--- src/aluPkg.sv ---
// ALU data width, opcode groups, funct and shift codes, control word struct
package aluPkg;

    localparam int dataWidth = 16;               // Operand and result width

    // Opcode groups, opcode bits 4..2
    localparam logic [2:0] opNop      = 3'b000;
    localparam logic [2:0] opJump     = 3'b001;  // Other pipeline stage
    localparam logic [2:0] opArithImm = 3'b010;
    localparam logic [2:0] opBranch   = 3'b011;  // Other pipeline stage
    localparam logic [2:0] opMem      = 3'b100;  // Other pipeline stage
    localparam logic [2:0] opShiftImm = 3'b101;
    localparam logic [2:0] opRegOp    = 3'b110;
    localparam logic [2:0] opCond     = 3'b111;

    // Sub-selects inside opRegOp, opcode bits 1..0
    localparam logic [1:0] subRegShift = 2'b10;
    localparam logic [1:0] subRegArith = 2'b11;

    // Arithmetic funct codes
    localparam logic [1:0] fnAdd  = 2'b00;
    localparam logic [1:0] fnSub  = 2'b01;
    localparam logic [1:0] fnXor  = 2'b10;
    localparam logic [1:0] fnNand = 2'b11;

    // Same positions select the shift kind
    localparam logic [1:0] fnSll = 2'b00;
    localparam logic [1:0] fnSrl = 2'b01;
    localparam logic [1:0] fnRol = 2'b10;
    localparam logic [1:0] fnRor = 2'b11;

    typedef struct packed {
        logic [4:0] opcode;                      // Group in 4..2, select in 1..0
        logic [1:0] funct;                       // Register op select
    } aluCtrl;

    typedef enum logic [1:0] {
        shiftSll = fnSll,
        shiftSrl = fnSrl,
        shiftRol = fnRol,
        shiftRor = fnRor
    } shiftKind;

endpackage

--- src/axiLitePkg.sv ---
// AXI4-Lite request and response structs, response codes, register map offsets
package axiLitePkg;

    localparam int addrWidth = 5;

    // Register map
    localparam logic [addrWidth-1:0] regA      = 5'h00;
    localparam logic [addrWidth-1:0] regB      = 5'h04;
    localparam logic [addrWidth-1:0] regCtrl   = 5'h08;
    localparam logic [addrWidth-1:0] regResult = 5'h0C;  // Read only
    localparam logic [addrWidth-1:0] regStatus = 5'h10;  // Carry in bit 0

    localparam logic [1:0] respOkay   = 2'b00;
    localparam logic [1:0] respSlvErr = 2'b10;

    // Master to slave
    typedef struct packed {
        logic                 awvalid;
        logic [addrWidth-1:0] awaddr;
        logic                 wvalid;
        logic [31:0]          wdata;
        logic [3:0]           wstrb;
        logic                 bready;
        logic                 arvalid;
        logic [addrWidth-1:0] araddr;
        logic                 rready;
    } axiLiteReq;

    // Slave to master
    typedef struct packed {
        logic        awready;
        logic        wready;
        logic        bvalid;
        logic [1:0]  bresp;
        logic        arready;
        logic        rvalid;
        logic [31:0] rdata;
        logic [1:0]  rresp;
    } axiLiteRsp;

endpackage

--- src/claAdder.sv ---
// 16-bit two-level carry-lookahead adder built from four 4-bit groups
`timescale 1ns/10ps

module claAdder (
    input  logic [aluPkg::dataWidth-1:0] a,
    input  logic [aluPkg::dataWidth-1:0] b,
    input  logic                         cIn,
    output logic [aluPkg::dataWidth-1:0] sum,
    output logic                         cOut
);

    logic [aluPkg::dataWidth-1:0] p;             // Bit propagate
    logic [aluPkg::dataWidth-1:0] g;             // Bit generate
    logic [aluPkg::dataWidth-1:0] c;             // Carry into each bit
    logic [3:0]                   gp;            // Group propagate
    logic [3:0]                   gg;            // Group generate
    logic [4:0]                   gc;            // Carry into each group

    assign p = a ^ b;
    assign g = a & b;

    for (genvar i = 0; i < 4; i++) begin : groupGen
        logic [3:0] pl;
        logic [3:0] gl;

        assign pl = p[4*i +: 4];
        assign gl = g[4*i +: 4];

        assign gp[i] = &pl;
        assign gg[i] = gl[3] | (pl[3] & gl[2]) | (pl[3] & pl[2] & gl[1])
                     | (pl[3] & pl[2] & pl[1] & gl[0]);

        // Carries inside the group from the group carry-in
        assign c[4*i]     = gc[i];
        assign c[4*i + 1] = gl[0] | (pl[0] & gc[i]);
        assign c[4*i + 2] = gl[1] | (pl[1] & gl[0]) | (pl[1] & pl[0] & gc[i]);
        assign c[4*i + 3] = gl[2] | (pl[2] & gl[1]) | (pl[2] & pl[1] & gl[0])
                          | (pl[2] & pl[1] & pl[0] & gc[i]);
    end

    // Second lookahead level across the groups
    assign gc[0] = cIn;
    assign gc[1] = gg[0] | (gp[0] & cIn);
    assign gc[2] = gg[1] | (gp[1] & gg[0]) | (gp[1] & gp[0] & cIn);
    assign gc[3] = gg[2] | (gp[2] & gg[1]) | (gp[2] & gp[1] & gg[0])
                 | (gp[2] & gp[1] & gp[0] & cIn);
    assign gc[4] = gg[3] | (gp[3] & gg[2]) | (gp[3] & gp[2] & gg[1])
                 | (gp[3] & gp[2] & gp[1] & gg[0])
                 | (gp[3] & gp[2] & gp[1] & gp[0] & cIn);

    assign sum  = p ^ c;
    assign cOut = gc[4];

endmodule

--- src/barrelShifter.sv ---
// Four-stage logarithmic shifter for SLL, SRL, ROL and ROR
`timescale 1ns/10ps

module barrelShifter (
    input  logic [aluPkg::dataWidth-1:0] value,
    input  logic [3:0]                   amount,
    input  aluPkg::shiftKind             kind,
    output logic [aluPkg::dataWidth-1:0] shifted
);

    logic [aluPkg::dataWidth-1:0] s1;            // After shift by 1
    logic [aluPkg::dataWidth-1:0] s2;            // After shift by 2
    logic [aluPkg::dataWidth-1:0] s4;            // After shift by 4

    // One stage, moves by n when enabled; rotates wrap the bits that fall off
    function automatic logic [aluPkg::dataWidth-1:0] shiftStage(
        input logic [aluPkg::dataWidth-1:0] x,
        input logic                         en,
        input aluPkg::shiftKind             k,
        input int                           n
    );
        logic [aluPkg::dataWidth-1:0] r;
        case (k)
            aluPkg::shiftSll: r = x << n;                                  // Zero fill
            aluPkg::shiftSrl: r = x >> n;                                  // Zero fill
            aluPkg::shiftRol: r = (x << n) | (x >> (aluPkg::dataWidth - n));
            aluPkg::shiftRor: r = (x >> n) | (x << (aluPkg::dataWidth - n));
            default:          r = x;
        endcase
        return en ? r : x;
    endfunction

    assign s1      = shiftStage(value, amount[0], kind, 1);
    assign s2      = shiftStage(s1, amount[1], kind, 2);
    assign s4      = shiftStage(s2, amount[2], kind, 4);
    assign shifted = shiftStage(s4, amount[3], kind, 8);

endmodule

--- src/alu.sv ---
// ALU decode, add and subtract, logic ops, shifts and conditional sets
`timescale 1ns/10ps

module alu (
    input  logic [aluPkg::dataWidth-1:0] operandA,
    input  logic [aluPkg::dataWidth-1:0] operandB,
    input  aluPkg::aluCtrl               ctrl,
    output logic [aluPkg::dataWidth-1:0] result,
    output logic                         carry
);

    localparam int msb = aluPkg::dataWidth - 1;

    logic [2:0]                   group;
    logic [1:0]                   sel;
    logic [1:0]                   op;            // Arith or shift select
    logic                         isRegArith;
    logic                         isRegShift;
    logic                         isArith;
    logic                         doSub;
    logic [aluPkg::dataWidth-1:0] addB;
    logic [aluPkg::dataWidth-1:0] sum;
    logic                         cOut;
    logic [aluPkg::dataWidth-1:0] shifted;
    logic [aluPkg::dataWidth-1:0] arithResult;
    logic                         equal;
    logic                         overflow;
    logic                         less;
    logic                         condBit;

    assign group      = ctrl.opcode[4:2];
    assign sel        = ctrl.opcode[1:0];
    assign isRegArith = (group == aluPkg::opRegOp) && (sel == aluPkg::subRegArith);
    assign isRegShift = (group == aluPkg::opRegOp) && (sel == aluPkg::subRegShift);
    assign isArith    = (group == aluPkg::opArithImm) || isRegArith;
    assign op         = (isRegArith || isRegShift) ? ctrl.funct : sel;

    // SLT and SLE reuse the adder as A minus B
    assign doSub = (isArith && op == aluPkg::fnSub)
                || (group == aluPkg::opCond && (sel == 2'b01 || sel == 2'b10));
    assign addB  = doSub ? ~operandB : operandB;

    claAdder i_claAdder (
        .a    (operandA),
        .b    (addB),
        .cIn  (doSub),                           // +1 completes two's complement
        .sum  (sum),
        .cOut (cOut)
    );

    barrelShifter i_barrelShifter (
        .value   (operandA),
        .amount  (operandB[3:0]),
        .kind    (aluPkg::shiftKind'(op)),
        .shifted (shifted)
    );

    assign equal    = (operandA == operandB);
    assign overflow = (operandA[msb] == addB[msb]) && (sum[msb] != operandA[msb]);
    assign less     = sum[msb] ^ overflow;       // Signed A < B

    always_comb begin
        case (op)
            aluPkg::fnXor:  arithResult = operandA ^ operandB;
            aluPkg::fnNand: arithResult = ~(operandA & operandB);
            default:        arithResult = sum;   // ADD and SUB
        endcase

        case (sel)
            2'b00:   condBit = equal;            // SEQ
            2'b01:   condBit = less;             // SLT
            2'b10:   condBit = less | equal;     // SLE
            default: condBit = cOut;             // SCO, carry of A plus B
        endcase
    end

    always_comb begin
        case (group)
            aluPkg::opArithImm: result = arithResult;
            aluPkg::opShiftImm: result = shifted;
            aluPkg::opRegOp:    result = isRegArith ? arithResult
                                       : isRegShift ? shifted : '0;
            aluPkg::opCond:     result = {{msb{1'b0}}, condBit};
            aluPkg::opNop, aluPkg::opJump, aluPkg::opBranch, aluPkg::opMem:
                                result = '0;     // Handled outside this unit
            default:            result = '0;
        endcase
    end

    assign carry = isArith && (op == aluPkg::fnAdd || op == aluPkg::fnSub) && cOut;

endmodule

--- src/aluRegSlave.sv ---
// AXI4-Lite slave with operand and control registers, result and status readback
`timescale 1ns/10ps

module aluRegSlave (
    input  logic                         clk,
    input  logic                         reset,
    input  axiLitePkg::axiLiteReq        axiReq,
    output axiLitePkg::axiLiteRsp        axiRsp,
    output logic [aluPkg::dataWidth-1:0] operandA,
    output logic [aluPkg::dataWidth-1:0] operandB,
    output aluPkg::aluCtrl               ctrl,
    input  logic [aluPkg::dataWidth-1:0] result,
    input  logic                         carry
);

    logic [aluPkg::dataWidth-1:0] aReg;
    logic [aluPkg::dataWidth-1:0] bReg;
    aluPkg::aluCtrl               ctrlReg;
    logic                         bValid;
    logic [1:0]                   bResp;
    logic                         rValid;
    logic [31:0]                  rData;
    logic [1:0]                   rResp;
    logic                         wrAccept;
    logic                         rdAccept;
    logic [31:0]                  readData;
    logic [1:0]                   readResp;

    // Byte lanes 0 and 1 of a 16-bit register
    function automatic logic [aluPkg::dataWidth-1:0] mergeBytes(
        input logic [aluPkg::dataWidth-1:0] old,
        input logic [aluPkg::dataWidth-1:0] data,
        input logic [1:0]                   strb
    );
        logic [aluPkg::dataWidth-1:0] merged;
        merged = old;
        if (strb[0]) begin
            merged[7:0] = data[7:0];
        end
        if (strb[1]) begin
            merged[15:8] = data[15:8];
        end
        return merged;
    endfunction

    assign wrAccept = axiReq.awvalid && axiReq.wvalid && !bValid;  // AW and W together
    assign rdAccept = axiReq.arvalid && !rValid;

    always_ff @(posedge clk) begin
        if (reset) begin
            aReg    <= '0;
            bReg    <= '0;
            ctrlReg <= '0;                       // NOP
            bValid  <= 1'b0;
        end else if (wrAccept) begin
            bValid <= 1'b1;
            bResp  <= axiLitePkg::respOkay;
            case (axiReq.awaddr)
                axiLitePkg::regA: aReg <= mergeBytes(aReg, axiReq.wdata[15:0], axiReq.wstrb[1:0]);
                axiLitePkg::regB: bReg <= mergeBytes(bReg, axiReq.wdata[15:0], axiReq.wstrb[1:0]);
                axiLitePkg::regCtrl: begin
                    if (axiReq.wstrb[0]) begin
                        ctrlReg <= aluPkg::aluCtrl'(axiReq.wdata[6:0]);
                    end
                end
                default: bResp <= axiLitePkg::respSlvErr;  // Unmapped or read only
            endcase
        end else if (bValid && axiReq.bready) begin
            bValid <= 1'b0;
        end
    end

    // Read data from the live registers and ALU output
    always_comb begin
        readResp = axiLitePkg::respOkay;
        case (axiReq.araddr)
            axiLitePkg::regA:      readData = 32'(aReg);
            axiLitePkg::regB:      readData = 32'(bReg);
            axiLitePkg::regCtrl:   readData = 32'(ctrlReg);
            axiLitePkg::regResult: readData = 32'(result);
            axiLitePkg::regStatus: readData = 32'(carry);
            default: begin
                readData = '0;
                readResp = axiLitePkg::respSlvErr;
            end
        endcase
    end

    always_ff @(posedge clk) begin
        if (reset) begin
            rValid <= 1'b0;
        end else if (rdAccept) begin
            rValid <= 1'b1;
            rData  <= readData;                  // Held until rready
            rResp  <= readResp;
        end else if (rValid && axiReq.rready) begin
            rValid <= 1'b0;
        end
    end

    assign axiRsp.awready = wrAccept;
    assign axiRsp.wready  = wrAccept;
    assign axiRsp.bvalid  = bValid;
    assign axiRsp.bresp   = bResp;
    assign axiRsp.arready = rdAccept;
    assign axiRsp.rvalid  = rValid;
    assign axiRsp.rdata   = rData;
    assign axiRsp.rresp   = rResp;

    assign operandA = aReg;
    assign operandB = bReg;
    assign ctrl     = ctrlReg;

endmodule

--- src/aluCore.sv ---
// ALU coprocessor top with AXI4-Lite register slave and combinational ALU
`timescale 1ns/10ps

module aluCore (
    input  logic                  clk,
    input  logic                  reset,
    input  axiLitePkg::axiLiteReq axiReq,
    output axiLitePkg::axiLiteRsp axiRsp
);

    logic [aluPkg::dataWidth-1:0] operandA;
    logic [aluPkg::dataWidth-1:0] operandB;
    aluPkg::aluCtrl               ctrl;
    logic [aluPkg::dataWidth-1:0] result;
    logic                         carry;

    aluRegSlave i_aluRegSlave (
        .clk      (clk),
        .reset    (reset),
        .axiReq   (axiReq),
        .axiRsp   (axiRsp),
        .operandA (operandA),
        .operandB (operandB),
        .ctrl     (ctrl),
        .result   (result),                      // Sampled on read accept
        .carry    (carry)
    );

    alu i_alu (
        .operandA (operandA),
        .operandB (operandB),
        .ctrl     (ctrl),
        .result   (result),
        .carry    (carry)
    );

endmodule

--- config.mk ---
export PLATFORM = sky130hd
export DESIGN_NAME = aluCore
export DESIGN_NICKNAME = d
export VERILOG_FILES = /design/src/aluPkg.sv /design/src/axiLitePkg.sv /design/src/claAdder.sv /design/src/barrelShifter.sv /design/src/alu.sv /design/src/aluRegSlave.sv /design/src/aluCore.sv
export SDC_FILE = /design/constraint.sdc
export NUM_CORES = 1
export LEC_CHECK = 0
export BUFFER_PORTS_ARGS = -buffer_cell sky130_fd_sc_hd__clkbuf_2
export CORE_AREA = 5 5 107 109
export DETAILED_ROUTE_END_ITERATION = 12
export DIE_AREA = 0 0 112 114
export HOLD_SLACK_MARGIN = 0.06
export MAX_ROUTING_LAYER = met4
export PLACE_DENSITY = 0.87
export SLEW_MARGIN = 5
export SYNTH_ARGS = -nofsm -noshare
export SYNTH_HDL_FRONTEND = slang
export SYNTH_SLANG_ARGS = --single-unit
--- constraint.sdc ---
create_clock -name clk -period 8.6 [get_ports clk]
set_input_delay 0.86 -clock clk [delete_from_list [all_inputs] [get_ports clk]]
set_output_delay 0.86 -clock clk [all_outputs]
set_load 0.03 [all_outputs]
### Word-level counts from Yosys, hierarchy flattened

Cells that the tools add are included.
W data, S select, Z words.

| operators by class | value |
|---|---|
| eq/ne operators | 22 |
| muxes and demuxes | 22 |
| bitwise operators | 135 |
| reduce and logical (&&, ||, !) cells | 41 |

Operator list:

| operator | number |
|---|---|
| $pmux W16 S4 | 3 |
| $pmux W16 S5 | 2 |
| $mux W16 | 7 |
| $and A1 B1 Y1 | 72 |
| $pmux W16 S3 | 1 |
| $xor A16 B16 Y16 | 3 |
| $or A1 B1 Y1 | 47 |
| $and A16 B16 Y16 | 2 |
| $not A16 Y16 | 2 |
| $pmux W16 S2 | 1 |
| $eq A16 B16 Y1 | 1 |
| $or A12 B16 Y16 | 1 |
| $or A14 B16 Y16 | 1 |
| $or A15 B16 Y16 | 1 |
| $or A16 B1 Y16 | 1 |
| $or A16 B2 Y16 | 1 |
| $or A16 B4 Y16 | 1 |
| $or A16 B8 Y16 | 1 |
| $reduce_and A4 Y1 | 4 |
| $eq A5 B4 Y1 const B | 3 |
| $reduce_and A3 Y1 | 5 |
| $eq A3 B3 Y1 const B | 4 |
| $logic_and A1 B1 Y1 | 12 |
| $eq A5 B3 Y1 const B | 2 |
| other kinds (23) | 42 |

| storage, ports and cells | value |
|---|---|
| output and inout bits | 41 |
| word-level logic and storage cells | 231 |
| input port bits | 53 |
| flip-flop bits (word level) | 77 |

### Longest topological paths before layout

| depth | value |
|---|---|
| depth after elaboration | 27 |
| depth in mapped cells | 18 |
| mapped depth without buffers | 16 |

### Hierarchy

From an unflattened synthesis, not the netlist that was laid out.

| unflattened totals | value |
|---|---|
| cells, all modules | 773 |
| area total of the unflattened synthesis | 6476.2 um^2 |

Modules (own cells, without submodules):

| module | times used | seq. area each (um^2) | area each (um^2) | cells each |
|---|---|---|---|---|
| aluRegSlave | 1 | 1361.3 | 3026.7 | 315 |
| barrelShifter | 1 | 0.0 | 1639.1 | 226 |
| alu | 1 | 0.0 | 1176.1 | 158 |
| claAdder | 1 | 0.0 | 634.4 | 74 |

### Worst setup path before layout

Ideal clock, no wire load.

| timing path | value |
|---|---|
| kind | reg-to-reg |
| start point | register i_aluRegSlave.bReg, in the netlist i_aluRegSlave.operandB[0] |
| end point | register i_aluRegSlave.rData[12], data pin |
| setup time | 0.144 ns |
| stages on the path, launching flop included | 18 |
| clock period less this slack | 3.916 ns |
| path slack | 4.684 ns |
| data arrival time | 3.772 ns |
| path through | dfxtp_1 -> buf_2 -> buf_2 -> buf_2 -> buf_1 -> buf_1 -> xnor2_1 -> ha_1 -> and4_1 -> and3_1 -> o21ai_0 -> nand3_1 -> o31ai_1 -> fa_1 -> o21ai_0 -> nand2_1 -> o311a_1 -> o21ai_1 |

| on the way | value |
|---|---|
| word-level cells in the longest chain between the ends | 14 |
| elaborated cells between the ends (all ways) | 30 |
| classes of those cells | mux (13); bitwise (16); reduce/logical (1) |

RTL lines:

| what | RTL line | RTL |
|---|---|---|
| start: declaration | aluRegSlave.sv:17 | `logic [aluPkg::dataWidth-1:0] bReg;` |
| start signal: assignment | aluRegSlave.sv:60 | `axiLitePkg::regB: bReg <= mergeBytes(bReg, axiReq.wdata[15:0], axiReq.wstrb[1:0]);` |
| $mux W16 | barrelShifter.sv:30 | `return en ? r : x;` |
| $or A14 B16 Y16 or $or A16 B2 Y16 (tied branches) | barrelShifter.sv:27, barrelShifter.sv:26 |  |
| $pmux W16 S4 | barrelShifter.sv:23 | `case (k)` |
| $mux W16 | barrelShifter.sv:30 |  |
| $or A12 B16 Y16 or $or A16 B4 Y16 (tied branches) | barrelShifter.sv:27, barrelShifter.sv:26 |  |
| $pmux W16 S4 | barrelShifter.sv:23 |  |
| $mux W16 | barrelShifter.sv:30 |  |
| $or A16 B8 Y16 | barrelShifter.sv:26, barrelShifter.sv:27 |  |
| $pmux W16 S3 | barrelShifter.sv:23 |  |
| $mux W16 | barrelShifter.sv:30 |  |
| $mux W16 | alu.sv:82 | `: isRegShift ? shifted : '0;` |
| $mux W16 | alu.sv:81 | `aluPkg::opRegOp: result = isRegArith ? arithResult` |
| $pmux W16 S5 * | alu.sv:78 | `case (group)` |
| $pmux W16 S5 * | aluRegSlave.sv:76 | `case (axiReq.araddr)` |
| net i_aluRegSlave.readData[12] | aluRegSlave.sv:26 | `logic [31:0] readData;` |
| end signal: assignment | aluRegSlave.sv:94 | `rData <= readData;` |
| end: declaration | aluRegSlave.sv:22 | `logic [31:0] rData;` |

Mark *: on every way through the listed nets, which the timed path passes. The rest lies on a longest branch.
A chain may end at the register's enable or synchronous reset.

### Worst setup path after layout

| timing path | value |
|---|---|
| start point | register i_aluRegSlave.ctrlReg, in the netlist i_aluRegSlave.ctrl[2] |
| end point | register i_aluRegSlave.rData[12], data pin |

| on the way | value |
|---|---|
| word-level cells in the longest chain between the ends | 22 |
| elaborated cells between the ends (all ways) | 74 |
| classes of those cells | eq/ne (6); mux (15); bitwise (40); reduce/logical (13) |

RTL lines:

| what | RTL line | RTL |
|---|---|---|
| start: declaration | aluRegSlave.sv:18 | `aluPkg::aluCtrl ctrlReg;` |
| start signal: assignment | aluRegSlave.sv:63 | `ctrlReg <= aluPkg::aluCtrl'(axiReq.wdata[6:0]);` |
| branches (longest 20 deep; another with $pmux W16 S4) | - |  |
| $pmux W16 S5 * | alu.sv:78 |  |
| $pmux W16 S5 * | aluRegSlave.sv:76 |  |
| net i_aluRegSlave.readData[12] | aluRegSlave.sv:26 |  |

Mark *: on every way through the listed nets, which the timed path passes.

==> results.yml <==
yosys:
  synth_edf_count: 18
  synth_area_leaders: "dfxtp_1 13%, edfxtp_1 8.3%, mux2i_1 8.3%"
  netlist_instances: 845
  syn_area_per_cell_um2: 7.67
  ys_ff_latch: 59
  synth.distinct_cells: 84
  yosys.area.top_type: "dfxtp_1"
  synth_warnings: 0
  syn_area_mm2: 0.00648
  ys_seq_area_frac: 0.210
  synth_top_area_share: 0.127
  synth_top_flop_cell: "dfxtp_1"
  synth-async-reset-ratio: 0
cells_and_area:
  finish.instance_area_mm2: 0.00683
  nFillCells: 963
  final_core_util: 0.650
  area_growth_pct: 5.35
  nets: 951
  layout-drive-gt1-share: 0.125
  n_antenna_cell: 0
worst_setup_path:
  r2r_slack_ns: 3.36
  worstPathMaxFanout: 18
  startpoint_type: "register"
  crit_required_ns: 8.80
  critPathMaxStageDelay_ns: 0.74
  critPathCaptureType: "register"
  crit_family: "compound AO/OA/AOI/OAI gates"
  cp_slowest_cell: "dfxtp_1"
  critical_path_buf_inv_count: 0
  crit_chain: "ha_1 > nand4b_1 > nand2_1 > a22o_1 > xor2_1 > ha_1 > a21oi_1 > o21ai_0 > a32oi_1 > nand3_1 > o31ai_1 > fa_1 > o21ai_0 > nand2_1 > o311a_1 > o21ai_1"
  crit_type: "register to register"
  arrival_ns: 5.44
clock_network:
  clkLatencyLatePin_ns: 0.38
  postCtsSetupBuffers: 0
  clkSlewWorstSetupHoldPaths_ns: 0.09
  root_buffer: "clkbuf_8"
  cts.path.max_buffers: 2
  htreeDepth: 3
  cts_num_sinks: 59
  postCtsResizedCells: 0
  cts_tree: "built"
  cts_buffers: 9
  holdBufCountCts: 0
die:
  pin_count: 94
  rows: 38
  dieArea_mm2: 0.0128
  core-area_mm2: 0.0105
  die_h_um: 114
  die_w_um: 112
  start_util: 0.617
route:
  dr_total_vias: 7175
  finalWirelength_um: 24200
  viasPerCell: 7.15
  drtPass1Iterations: 8
  drt-initial-drc-count: 1329
  ant_nets: 0
  wl_per_cell_um: 24.1
  remaining_drc_errors: 0
worst_hold_path:
  min_path_type: "register to register"
job:
  max-cap-violations: 0
sta:
  maxSlewViolCount: 0
  setup_violations: 0
  worst_hold_slack_ns: 0.488
  finClkSkew_ns: 0.0156
  relSlewSlack: 0.335
  worst-slew-pin-transition_ns: 0.990
  period_share: 0.609
  setup_tns_ns: 0
  finalHoldViolations: 0
  rsz0062_at_grt: "no"
  max_freq_mhz: 191
  fin_crit_ns: 5.24
global_routing:
  overflow: 0
  grt_max_degree: 70
  grtUsageTotal: 0.384
  grt_pass1_vias: 6704
  grt_antenna_before_repair: 0
  grt_pass1_wl_um: 37200
outcome:
  outcome: "complete, no violations"
pwr:
  irDropWorstVdd_mv: 0.0805
  p_leak_nw: 2.79
  power_density_mw_per_mm2: 90.9
  p_total_w: 0.000621
place:
  place_area_mm2: 0.00663
  gp_congestion: 1.09
  dp_hpwl_um: 17700
  io_buffers: 57
layout by cell type, fill, tap and decap left out, drive strengths merged, types with 4 or more instances in the layout:
cell	instances
nor4	7
o211ai	18
conb	18
a2bb2oi	5
a32oi	5
nand2	73
ha	37
a221oi	9
a31oi	17
xnor2	9
xor2	18
a2111oi	4
nand3	25
nor2b	10
a21o	5
nor2	95
a21oi	58
nor3	15
nand4	6
a211oi	15
buf	10
nand2b	5
mux2i	54
a311oi	7
a211o	5
o221ai	6
a22oi	9
o21ai	74
dfxtp	41
o22ai	6
and3	9
clkbuf	66
inv	23
and2	12
edfxtp	18
path summary, 6_finish.rpt:
| check | endpoint | startpoint | depth (start not counted) |
|---|---|---|---|
| worst max-delay path | i_aluRegSlave.rData[12]$_DFFE_PP_ | i_aluRegSlave.ctrl[2]$_SDFFE_PP0P_ | 16 |
| worst min register to register | i_aluRegSlave.rValid$_SDFFE_PP0P_ | i_aluRegSlave.rValid$_SDFFE_PP0P_ | 1 |
| worst min-delay path | i_aluRegSlave.rValid$_SDFFE_PP0P_ | i_aluRegSlave.rValid$_SDFFE_PP0P_ | 1 |
| worst max register to register | i_aluRegSlave.rData[12]$_DFFE_PP_ | i_aluRegSlave.ctrl[2]$_SDFFE_PP0P_ | 16 |
sequential cells by signal, indices dropped and copies added, names as in the netlist:
| register | count |
|---|---|
| i_aluRegSlave.operandA | 16 |
| i_aluRegSlave.operandB | 16 |
| i_aluRegSlave.rData | 16 |
| i_aluRegSlave.ctrl | 7 |
| i_aluRegSlave.bResp | 1 |
| i_aluRegSlave.bValid | 1 |
| i_aluRegSlave.rResp | 1 |
| i_aluRegSlave.rValid | 1 |
through the flow:
step | worst slack [ns] | instances
finish | 3.36 | 1003
global route | 2.96 | 1003
floorplan | 4.68 | 862
detailed placement | 3.55 | 987
CTS | 3.48 | 1003
global placement | 3.51 | 987
Yosys cell counts (7+ instances only):
master and number:
a211oi_1 14, a21oi_1 57, a221oi_1 9, a22oi_1 8, a311oi_1 7, a31oi_1 17
and2_1 10, and3_1 9, buf_2 15, buf_4 27, clkbuf_1 31, dfxtp_1 41
edfxtp_1 18, ha_1 37, inv_1 18, mux2i_1 54, nand2_1 71, nand3_1 25
nor2_1 93, nor2b_1 10, nor3_1 15, nor4_1 7, o211ai_1 18, o21ai_0 57
o21ai_1 15, xnor2_1 9, xor2_1 18
per-layer routing:
metal / part of all wire / up-vias / global-route usage
met5: 0 / - / -
met4: 0.065 / 0 / 0.193
met3: 0.13 / 144 / 0.0759
met2: 0.43 / 586 / 0.575
met1: 0.38 / 3272 / 0.497
li1: - / 3173 / -
layout make-up:
cell class,count,area (µm²),share of cell area
timing repair buffer,67,360,0.0528
clock buffer,9,124,0.0181
tap,140,175,0.0257
sequential,59,1360,0.200
clock inverter,7,72.6,0.0106
inverter,20,75.1,0.0110
multi-input combinational,701,4660,0.682
report_power, final:
group | internal (W) | switching [W] | total, W
combinational | 0.0000153 | 0.0000435 | 0.0000588
clock | 0.000135 | 0.000134 | 0.000270
sequential | 0.000290 | 0.00000249 | 0.000293
total | 0.000441 | 0.000180 | 0.000621
kinds of logic after synthesis:
group,share of synthesized area
buf+inv,0.0811
mux,0.0938
flops,0.210
fa+ha+maj,0.0807
simple gates,0.206
compound gates,0.292
other cells,0.000578
xor+xnor,0.0365
No activity file was read; power rests on OpenSTA's default activity.
